==> src/common/ex_defines.svh <==
`ifndef EX_DEFINES_SVH
`define EX_DEFINES_SVH

// datapath width
`define XLEN 32

// register file geometry
`define REG_AW 5
`define NUM_REGS 32

`endif

==> src/common/ex_pkg.sv <==
package ex_pkg;

  // --------------------
  // alu operations
  // --------------------
  typedef enum logic [3:0] {
    OP_ADD,
    OP_SUB,     // also drives the set unit
    OP_OR,
    OP_XOR,
    OP_NOR,
    OP_AND,
    OP_SLL,
    OP_SRL,
    OP_SRA,
    OP_LUI,
    OP_PASS_A,
    OP_PASS_B
  } alu_op_t;

  // which unit feeds the result bus
  typedef enum logic {
    RES_ALU,
    RES_SET
  } res_sel_t;

  // --------------------
  // operand forwarding
  // --------------------
  typedef enum logic [1:0] {
    FWD_NONE,
    FWD_FROM_EXMEM,   // producer one ahead
    FWD_FROM_MEMWB    // producer two ahead
  } fwd_t;

endpackage

==> src/design/decode.sv <==
`timescale 1ns/1ps
`include "ex_defines.svh"

module decode (
  input  logic [31:0]         instr,
  output logic [`REG_AW-1:0]  rs,
  output logic [`REG_AW-1:0]  rt,
  output logic                rs_used,
  output logic [`REG_AW-1:0]  dest_reg,
  output logic                dest_reg_valid,
  output logic [`XLEN-1:0]    imm,
  output logic                imm_valid,
  output logic [4:0]          shamt,
  output ex_pkg::alu_op_t     alu_op,
  output ex_pkg::res_sel_t    alu_res_sel,
  output logic                alu_set_u,
  output logic                store_inst
);

  typedef enum logic [5:0] {
    OPC_SPECIAL = 6'h00, OPC_ADDI = 6'h08, OPC_ADDIU = 6'h09, OPC_SLTI = 6'h0a,
    OPC_SLTIU = 6'h0b, OPC_ANDI = 6'h0c, OPC_ORI = 6'h0d, OPC_XORI = 6'h0e,
    OPC_LUI = 6'h0f, OPC_SW = 6'h2b
  } opc_t;

  typedef enum logic [5:0] {
    FN_SLL = 6'h00, FN_SRL = 6'h02, FN_SRA = 6'h03, FN_SLLV = 6'h04,
    FN_SRLV = 6'h06, FN_SRAV = 6'h07, FN_ADD = 6'h20, FN_ADDU = 6'h21,
    FN_SUB = 6'h22, FN_SUBU = 6'h23, FN_AND = 6'h24, FN_OR = 6'h25,
    FN_XOR = 6'h26, FN_NOR = 6'h27, FN_SLT = 6'h2a, FN_SLTU = 6'h2b
  } funct_t;

  opc_t               opc;
  funct_t             funct;
  logic [`REG_AW-1:0] rd;
  logic               sign_ext;
  logic               use_rd;   // r-type writes rd
  logic               writes;

  assign opc   = opc_t'(instr[31:26]);
  assign funct = funct_t'(instr[5:0]);
  assign rs    = instr[25:21];
  assign rt    = instr[20:16];
  assign rd    = instr[15:11];
  assign shamt = instr[10:6];

  assign imm = sign_ext ? {{16{instr[15]}}, instr[15:0]} : {16'b0, instr[15:0]};

  assign dest_reg       = use_rd ? rd : rt;
  assign dest_reg_valid = writes && (dest_reg != '0);  // r0 never written

  always_comb begin
    alu_op      = ex_pkg::OP_ADD;
    alu_res_sel = ex_pkg::RES_ALU;
    alu_set_u   = 1'b0;
    imm_valid   = 1'b0;
    sign_ext    = 1'b1;
    rs_used     = 1'b1;
    use_rd      = 1'b0;
    writes      = 1'b0;
    store_inst  = 1'b0;

    case (opc)
      OPC_SPECIAL: begin
        use_rd = 1'b1;
        writes = 1'b1;
        case (funct)
          FN_ADD, FN_ADDU: alu_op = ex_pkg::OP_ADD;
          FN_SUB, FN_SUBU: alu_op = ex_pkg::OP_SUB;
          FN_AND:          alu_op = ex_pkg::OP_AND;
          FN_OR:           alu_op = ex_pkg::OP_OR;
          FN_XOR:          alu_op = ex_pkg::OP_XOR;
          FN_NOR:          alu_op = ex_pkg::OP_NOR;
          FN_SLLV:         alu_op = ex_pkg::OP_SLL;   // amount from rs
          FN_SRLV:         alu_op = ex_pkg::OP_SRL;
          FN_SRAV:         alu_op = ex_pkg::OP_SRA;
          FN_SLT, FN_SLTU: begin
            alu_op      = ex_pkg::OP_SUB;
            alu_res_sel = ex_pkg::RES_SET;
            alu_set_u   = (funct == FN_SLTU);
          end
          FN_SLL, FN_SRL, FN_SRA: begin
            rs_used = 1'b0;   // amount from shamt
            case (funct)
              FN_SLL:  alu_op = ex_pkg::OP_SLL;
              FN_SRL:  alu_op = ex_pkg::OP_SRL;
              default: alu_op = ex_pkg::OP_SRA;
            endcase
          end
          default: writes = 1'b0;
        endcase
      end
      OPC_ADDI, OPC_ADDIU: begin
        imm_valid = 1'b1;
        writes    = 1'b1;
      end
      OPC_SLTI, OPC_SLTIU: begin
        alu_op      = ex_pkg::OP_SUB;
        alu_res_sel = ex_pkg::RES_SET;
        alu_set_u   = (opc == OPC_SLTIU);  // still sign-extended imm
        imm_valid   = 1'b1;
        writes      = 1'b1;
      end
      OPC_ANDI, OPC_ORI, OPC_XORI: begin
        sign_ext  = 1'b0;
        imm_valid = 1'b1;
        writes    = 1'b1;
        case (opc)
          OPC_ANDI: alu_op = ex_pkg::OP_AND;
          OPC_ORI:  alu_op = ex_pkg::OP_OR;
          default:  alu_op = ex_pkg::OP_XOR;
        endcase
      end
      OPC_LUI: begin
        alu_op    = ex_pkg::OP_LUI;
        imm_valid = 1'b1;
        writes    = 1'b1;
      end
      OPC_SW: begin
        imm_valid  = 1'b1;  // address = rs + imm
        store_inst = 1'b1;
      end
      default: ;
    endcase
  end

endmodule

==> src/design/ex_pipe.sv <==
`timescale 1ns/1ps
`include "ex_defines.svh"

module ex_pipe (
  input  logic               clock,
  input  logic               reset,
  input  logic [31:0]        instr,
  input  logic               instr_valid,
  output logic               wb_valid,
  output logic [`REG_AW-1:0] wb_reg,
  output logic [`XLEN-1:0]   wb_data,
  output logic               store_valid,
  output logic [`XLEN-1:0]   store_addr,
  output logic [`XLEN-1:0]   store_data
);

  // id stage
  logic [`REG_AW-1:0] rs, rt, dest_reg;
  logic               rs_used, dest_reg_valid, imm_valid, alu_set_u, store_inst;
  logic [`XLEN-1:0]   imm, rs_val, rt_val;
  logic [4:0]         shamt;
  ex_pkg::alu_op_t    alu_op;
  ex_pkg::res_sel_t   alu_res_sel;
  ex_pkg::fwd_t       a_fwd_from, b_fwd_from;

  // id/ex
  logic               idex_valid, idex_dest_valid, idex_store, idex_rs_used;
  logic               idex_imm_valid, idex_set_u;
  logic [`REG_AW-1:0] idex_dest;
  logic [`XLEN-1:0]   idex_a_val, idex_b_val, idex_imm;
  logic [4:0]         idex_shamt;
  ex_pkg::alu_op_t    idex_alu_op;
  ex_pkg::res_sel_t   idex_res_sel;
  ex_pkg::fwd_t       idex_a_fwd, idex_b_fwd;

  // ex/mem and mem/wb
  logic [`XLEN-1:0]   result, result_2;
  logic               exmem_valid, exmem_dest_valid, exmem_store;
  logic [`REG_AW-1:0] exmem_dest;
  logic [`XLEN-1:0]   exmem_result, exmem_result_2;
  logic               memwb_valid, memwb_dest_valid;
  logic [`REG_AW-1:0] memwb_dest;
  logic [`XLEN-1:0]   memwb_result;
  logic               wr_en;

  assign wr_en = memwb_valid & memwb_dest_valid;

  decode decode0 (
    .instr, .rs, .rt, .rs_used, .dest_reg, .dest_reg_valid, .imm, .imm_valid,
    .shamt, .alu_op, .alu_res_sel, .alu_set_u, .store_inst
  );

  regfile regfile0 (
    .clock, .reset, .rd_addr_a(rs), .rd_addr_b(rt), .rd_data_a(rs_val), .rd_data_b(rt_val),
    .wr_en, .wr_addr(memwb_dest), .wr_data(memwb_result)
  );

  fwd_unit fwd0 (
    .rs, .rt, .idex_dest, .idex_dest_valid(idex_valid & idex_dest_valid),
    .exmem_dest, .exmem_dest_valid(exmem_valid & exmem_dest_valid), .a_fwd_from, .b_fwd_from
  );

  ex ex0 (
    .a_val(idex_a_val), .b_val(idex_b_val), .result_from_ex_mem(exmem_result),
    .result_from_mem_wb(memwb_result), .a_fwd_from(idex_a_fwd), .b_fwd_from(idex_b_fwd),
    .a_reg_valid(idex_rs_used), .imm(idex_imm), .imm_valid(idex_imm_valid),
    .shamt(idex_shamt), .alu_op(idex_alu_op), .alu_res_sel(idex_res_sel),
    .alu_set_u(idex_set_u), .result, .result_2
  );

  // --------------------
  // stage valids
  // --------------------
  always_ff @(posedge clock) begin
    if (reset) begin
      idex_valid  <= 1'b0;
      exmem_valid <= 1'b0;
      memwb_valid <= 1'b0;
      store_valid <= 1'b0;
      wb_valid    <= 1'b0;
    end else begin
      idex_valid  <= instr_valid;
      exmem_valid <= idex_valid;
      memwb_valid <= exmem_valid;
      store_valid <= exmem_valid & exmem_store;
      wb_valid    <= wr_en;   // same edge as the regfile write
    end
  end

  // --------------------
  // stage payload
  // --------------------
  always_ff @(posedge clock) begin
    idex_dest_valid  <= dest_reg_valid;
    idex_store       <= store_inst;
    idex_rs_used     <= rs_used;
    idex_imm_valid   <= imm_valid;
    idex_set_u       <= alu_set_u;
    idex_dest        <= dest_reg;
    idex_a_val       <= rs_val;
    idex_b_val       <= rt_val;
    idex_imm         <= imm;
    idex_shamt       <= shamt;
    idex_alu_op      <= alu_op;
    idex_res_sel     <= alu_res_sel;
    idex_a_fwd       <= a_fwd_from;   // chosen in id, used in ex
    idex_b_fwd       <= b_fwd_from;
    exmem_dest_valid <= idex_dest_valid;
    exmem_store      <= idex_store;
    exmem_dest       <= idex_dest;
    exmem_result     <= result;
    exmem_result_2   <= result_2;
    memwb_dest_valid <= exmem_dest_valid;   // mem just passes through
    memwb_dest       <= exmem_dest;
    memwb_result     <= exmem_result;
    store_addr       <= exmem_result;
    store_data       <= exmem_result_2;
    wb_reg           <= memwb_dest;
    wb_data          <= memwb_result;
  end

endmodule

==> src/design/regfile.sv <==
`timescale 1ns/1ps
`include "ex_defines.svh"

module regfile (
  input  logic               clock,
  input  logic               reset,
  input  logic [`REG_AW-1:0] rd_addr_a,
  input  logic [`REG_AW-1:0] rd_addr_b,
  output logic [`XLEN-1:0]   rd_data_a,
  output logic [`XLEN-1:0]   rd_data_b,
  input  logic               wr_en,
  input  logic [`REG_AW-1:0] wr_addr,
  input  logic [`XLEN-1:0]   wr_data
);

  logic [`XLEN-1:0] regs [`NUM_REGS];

  // r0 reads zero, same-cycle write passes straight through
  function automatic logic [`XLEN-1:0] read_port(input logic [`REG_AW-1:0] addr,
                                                 input logic               we,
                                                 input logic [`REG_AW-1:0] waddr,
                                                 input logic [`XLEN-1:0]   wdata,
                                                 input logic [`XLEN-1:0]   stored);
    if (addr == '0)
      return '0;
    else if (we && (waddr == addr))
      return wdata;
    else
      return stored;
  endfunction

  assign rd_data_a = read_port(rd_addr_a, wr_en, wr_addr, wr_data, regs[rd_addr_a]);
  assign rd_data_b = read_port(rd_addr_b, wr_en, wr_addr, wr_data, regs[rd_addr_b]);

  always_ff @(posedge clock) begin
    if (reset) begin
      for (int i = 0; i < `NUM_REGS; i++)
        regs[i] <= '0;
    end else if (wr_en && (wr_addr != '0)) begin
      regs[wr_addr] <= wr_data;
    end
  end

endmodule

==> src/ex/ex.sv <==
`timescale 1ns/1ps
`include "ex_defines.svh"

module ex (
  input  logic [`XLEN-1:0] a_val,
  input  logic [`XLEN-1:0] b_val,
  input  logic [`XLEN-1:0] result_from_ex_mem,
  input  logic [`XLEN-1:0] result_from_mem_wb,
  input  ex_pkg::fwd_t     a_fwd_from,
  input  ex_pkg::fwd_t     b_fwd_from,
  input  logic             a_reg_valid,
  input  logic [`XLEN-1:0] imm,
  input  logic             imm_valid,
  input  logic [4:0]       shamt,
  input  ex_pkg::alu_op_t  alu_op,
  input  ex_pkg::res_sel_t alu_res_sel,
  input  logic             alu_set_u,
  output logic [`XLEN-1:0] result,
  output logic [`XLEN-1:0] result_2
);

  logic [`XLEN-1:0] a;
  logic [`XLEN-1:0] b;
  logic [`XLEN-1:0] b_forwarded;
  logic [`XLEN-1:0] alu_res;
  logic [`XLEN-1:0] set_res;
  logic [4:0]       shift_val;
  logic             flag_carry;   // borrow on subtract
  logic             overflow;
  logic             less;

  function automatic logic [`XLEN-1:0] fwd_mux(input ex_pkg::fwd_t     sel,
                                               input logic [`XLEN-1:0] reg_val,
                                               input logic [`XLEN-1:0] from_exmem,
                                               input logic [`XLEN-1:0] from_memwb);
    case (sel)
      ex_pkg::FWD_FROM_EXMEM: return from_exmem;
      ex_pkg::FWD_FROM_MEMWB: return from_memwb;
      default:                return reg_val;
    endcase
  endfunction

  // --------------------
  // operand select
  // --------------------
  assign a           = fwd_mux(a_fwd_from, a_val, result_from_ex_mem, result_from_mem_wb);
  assign b_forwarded = fwd_mux(b_fwd_from, b_val, result_from_ex_mem, result_from_mem_wb);
  assign b           = imm_valid ? imm : b_forwarded;
  assign result_2    = b_forwarded;   // store data

  // variable shifts take the amount from rs
  assign shift_val = a_reg_valid ? a[4:0] : shamt;

  // --------------------
  // alu
  // --------------------
  always_comb begin
    alu_res    = '0;
    flag_carry = 1'b0;
    case (alu_op)
      ex_pkg::OP_ADD:    {flag_carry, alu_res} = {1'b0, a} + {1'b0, b};
      ex_pkg::OP_SUB:    {flag_carry, alu_res} = {1'b0, a} - {1'b0, b};
      ex_pkg::OP_OR:     alu_res = a | b;
      ex_pkg::OP_XOR:    alu_res = a ^ b;
      ex_pkg::OP_NOR:    alu_res = ~(a | b);
      ex_pkg::OP_AND:    alu_res = a & b;
      ex_pkg::OP_SLL:    alu_res = b << shift_val;
      ex_pkg::OP_SRL:    alu_res = b >> shift_val;
      ex_pkg::OP_SRA:    alu_res = $signed(b) >>> shift_val;   // sign fill
      ex_pkg::OP_LUI:    alu_res = {b[15:0], 16'b0};
      ex_pkg::OP_PASS_A: alu_res = a;
      ex_pkg::OP_PASS_B: alu_res = b;
      default:           alu_res = '0;
    endcase
  end

  // --------------------
  // set-less-than
  // --------------------
  // relies on decode selecting OP_SUB for every set instruction
  assign overflow = (a[`XLEN-1] ^ b[`XLEN-1]) & (alu_res[`XLEN-1] ^ a[`XLEN-1]);
  assign less     = alu_set_u ? flag_carry : (alu_res[`XLEN-1] ^ overflow);
  assign set_res  = {{(`XLEN-1){1'b0}}, less};

  assign result = (alu_res_sel == ex_pkg::RES_ALU) ? alu_res : set_res;

endmodule

==> src/ex/fwd_unit.sv <==
`timescale 1ns/1ps
`include "ex_defines.svh"

module fwd_unit (
  input  logic [`REG_AW-1:0] rs,
  input  logic [`REG_AW-1:0] rt,
  input  logic [`REG_AW-1:0] idex_dest,
  input  logic               idex_dest_valid,
  input  logic [`REG_AW-1:0] exmem_dest,
  input  logic               exmem_dest_valid,
  output ex_pkg::fwd_t       a_fwd_from,
  output ex_pkg::fwd_t       b_fwd_from
);

  // names are from the consumer's point of view once it sits in EX
  function automatic ex_pkg::fwd_t pick(input logic [`REG_AW-1:0] src,
                                        input logic [`REG_AW-1:0] near_dest,
                                        input logic               near_valid,
                                        input logic [`REG_AW-1:0] far_dest,
                                        input logic               far_valid);
    if (src == '0)
      return ex_pkg::FWD_NONE;
    else if (near_valid && (near_dest == src))
      return ex_pkg::FWD_FROM_EXMEM;   // youngest producer wins
    else if (far_valid && (far_dest == src))
      return ex_pkg::FWD_FROM_MEMWB;
    else
      return ex_pkg::FWD_NONE;
  endfunction

  assign a_fwd_from = pick(rs, idex_dest, idex_dest_valid, exmem_dest, exmem_dest_valid);
  assign b_fwd_from = pick(rt, idex_dest, idex_dest_valid, exmem_dest, exmem_dest_valid);

endmodule

==> config.mk <==
export PLATFORM = sky130hd
export DESIGN_NAME = ex_pipe
export DESIGN_NICKNAME = d
export VERILOG_FILES = /design/src/common/ex_pkg.sv /design/src/design/decode.sv /design/src/design/ex_pipe.sv /design/src/design/regfile.sv /design/src/ex/ex.sv /design/src/ex/fwd_unit.sv
export VERILOG_INCLUDE_DIRS = /design/src /design/src/common
export SDC_FILE = /design/constraint.sdc
export NUM_CORES = 2
export LEC_CHECK = 0
export BUFFER_PORTS_ARGS = -buffer_cell sky130_fd_sc_hd__buf_2
export CORE_MARGIN = 2
export CORE_UTILIZATION = 53
export DETAILED_ROUTE_END_ITERATION = 10
export PLACE_DENSITY = 0.69
export SYNTH_ARGS = -nofsm -noshare
export SYNTH_HDL_FRONTEND = slang
export SYNTH_SLANG_ARGS = --single-unit
==> constraint.sdc <==
create_clock -name clock -period 9 [get_ports clock]
set_clock_uncertainty 0.15 [all_clocks]
set_input_delay 0.45 -clock clock [delete_from_list [all_inputs] [get_ports clock]]
set_output_delay 0.45 -clock clock [all_outputs]
set_load 0.005 [all_outputs]
==> run metrics <==
Worst slew margin 11.3%; vias in the first global route 50,500; CP max-delay cell ha_2; Synth top area share 42.3%; Tcrit/Tclk final 68.7%; Slew Viols, Final 0; TritonCTS Buffers 143; Top reg by flops regfile0.regs; PostCTS Resize Cnt 0; Core Region 136,000 um^2; cell taking the most area after synthesis edfxtp_1; global-route wire length before repair 378,000 um; CP Cell Sequence inv_1 > ha_2 > buf_4 > or2_1 > o221ai_1 > ha_1 > inv_1 > o31ai_1 > a311o_1 > o31ai_2 > o21ai_1 > a21oi_2 > xnor2_1 > a2111o_1 > o31a_1; initial antenna violation count 25; post-route minimum period 6180 ps; Mapped Area 72,800 um^2; max FFs per register 1,024; yosys warns 0; Peak Freq 162 MHz; largest net degree at the start of global routing 106; global route overflow 0; DRC Markers 0; CP max stage delay 710 ps; startpoint types register; FILL cells 10,600; share of cells above drive strength 1 23.1%; power density over the cells 214 nW/um^2; Arr. time, crit path 6690 ps; commonest non-fill, non-tap cell in the layout edfxtp_1; Vias 52,100; synthesized flop and latch total 1,307; dpl ws 2890 ps; Root Driver clkbuf_16; routed len/inst 36.0 um; H-tree Lvls 4; r2r setup slk 2820 ps; final worst-path setup slack 2820 ps; Post-CTS Setup Bufs 0; nets 5,639; Critical Path Fanout Max 36; Detail Route Antenna Nets 0; number of synthesized flops with an enable pin 1,024; most frequent cells in the layout edfxtp_1 (1,024), and2_1 (1,002), mux4_2 (615); post-synth cell types 100; Main synth FF type edfxtp_1; outcome complete, no violations; via/cell ratio 7.04; Starting DRT DRC Count 8,396; DP Wirelength 167,000 um; register area share after synthesis 50.0%; Initial DRT Pass Iterations 6; Row Count 135; crit path kind reg2reg; area grow syn2layout 10.3%; Fin. Hold Viols 0; Port Buffers 137; CP most frequent cell inv_1; I/O pins 138; Sink Count 1,307; Die Wd 375 um; clk slew on worst S/H paths 70 ps; CTS Buffer Depth 3; worst min path class in2reg; Max-Cap Viols 0; Worst Path Required 9510 ps; Slew @ Worst Pin 1330 ps; clk_lat worst skew 800 ps; placer's final routability congestion estimate 1.00; crit end category register; Syn Inst Count 5,537; Async SR Flop Fraction 0%; area of the die 140,000 um^2; Syn Area/Cell 13.1 um^2; Area contributors post-synth edfxtp_1 (42%), mux4_2 (19%), and2_1 (8.6%); die extent in y 375 um; Sum Neg Setup Slack 0 ps; GRT Util Overall 37.9%; endpoints failing setup 0; RSZ-0062 raised after global routing no; Lkg Pwr 29.6 nW; Routed WL 267,000 um; CTS tree done; initial core utilization 53.6%; Worst VDD drop 201 uV
==> what timing repair did <==
action	4_1_cts	5_1_grt
endpoints found under the hold margin	44	0
hold buffers	29	0
endpoints found under the setup margin	0	0
==> layout make-up <==
cell class / count / area (um^2) / share of cell area (%)
Clock buffer: 195 / 4080 / 5.08
Tap cell: 1781 / 2230 / 2.78
Clock inverter: 67 / 542 / 0.675
Inverter: 117 / 439 / 0.547
Multi-Input combinational cell: 3618 / 34300 / 42.7
Antenna cell: 4 / 10.0 / 0.0125
Timing Repair Buffer: 315 / 2220 / 2.77
Sequential cell: 1307 / 36400 / 45.4
==> per-stage QoR <==
stage               total power (W)  util (%)  area [um^2]  std cells  hold WS [ps]
global placement             0.0113      55.5        75300       7109           161
floorplan                   0.00961         -        72900       5568           160
detailed placement           0.0113      55.5        75300       7109           162
finish                       0.0172      59.1        80200       7404           166
CTS                          0.0171      59.1        80200       7400           105
global route                 0.0177      59.1        80200       7401           139
==> power breakdown <==
group,leakage [nW],switching (W),internal (W)
sequential,12.9,0.000406,0.00696
combinational,14.4,0.00267,0.00130
clock,2.28,0.00253,0.00331
==> cell usage after synthesis (19+ instances only) <==
master,count
nand2_1,174
clkbuf_1,385
o22ai_1,36
edfxtp_1,1024
o221ai_1,36
nor2b_1,34
mux2i_1,184
o21ai_0,124
mux4_2,615
buf_2,53
buf_1,74
a221o_1,30
xnor2_1,35
a22o_1,25
inv_1,111
o211ai_1,28
a21oi_1,177
or2_2,35
nor3_1,38
nor2_1,277
a211oi_1,128
a221oi_1,29
mux2_2,41
ha_1,100
nand3_1,43
a31oi_1,33
dfxtp_1,283
and2_1,1002
a22oi_1,55
o21a_1,19
nand2b_1,38
==> worst paths after layout <==
check,cells past startpoint,endpoint,startpoint
worst min-delay path,2,idex_shamt[3],instr[9]
worst min register to register,0,store_data[2],exmem_result_2[2]
worst max register to register,15,exmem_result[27],idex_b_fwd[0]
worst max-delay path,15,exmem_result[27],idex_b_fwd[0]
==> layer usage <==
metal | vias to the layer above | GRT usage [%] | wire [um]
li1 | 21100 | - | -
met1 | 26400 | 50.9 | 98500
met2 | 3806 | 57.7 | 120000
met3 | 788 | 10.1 | 33300
met4 | 8 | 17.8 | 14900
met5 | - | 0 | 43
==> critical path, delay by kind of cell (launching register included) <==
kind	cells	cell delay, ps
fa+ha+maj	2	1420
xor+xnor	1	180
compound gates	8	2870
buf+inv	3	620
flops	1	350
simple gates	1	410
==> cell families after synthesis <==
family | Yosys count | synth area share, %
muxes | 847 | 22.3
DFF | 1307 | 50.0
adders and majority gates | 102 | 1.77
and+or+nand+nor | 1718 | 13.2
xor gates and xnor gates | 40 | 0.481
AOI/OAI and AO/OA | 879 | 8.67
other | 1 | 0.00515
buffers and inverters | 643 | 3.53
Note: power is estimated with default switching activity, not from simulation.
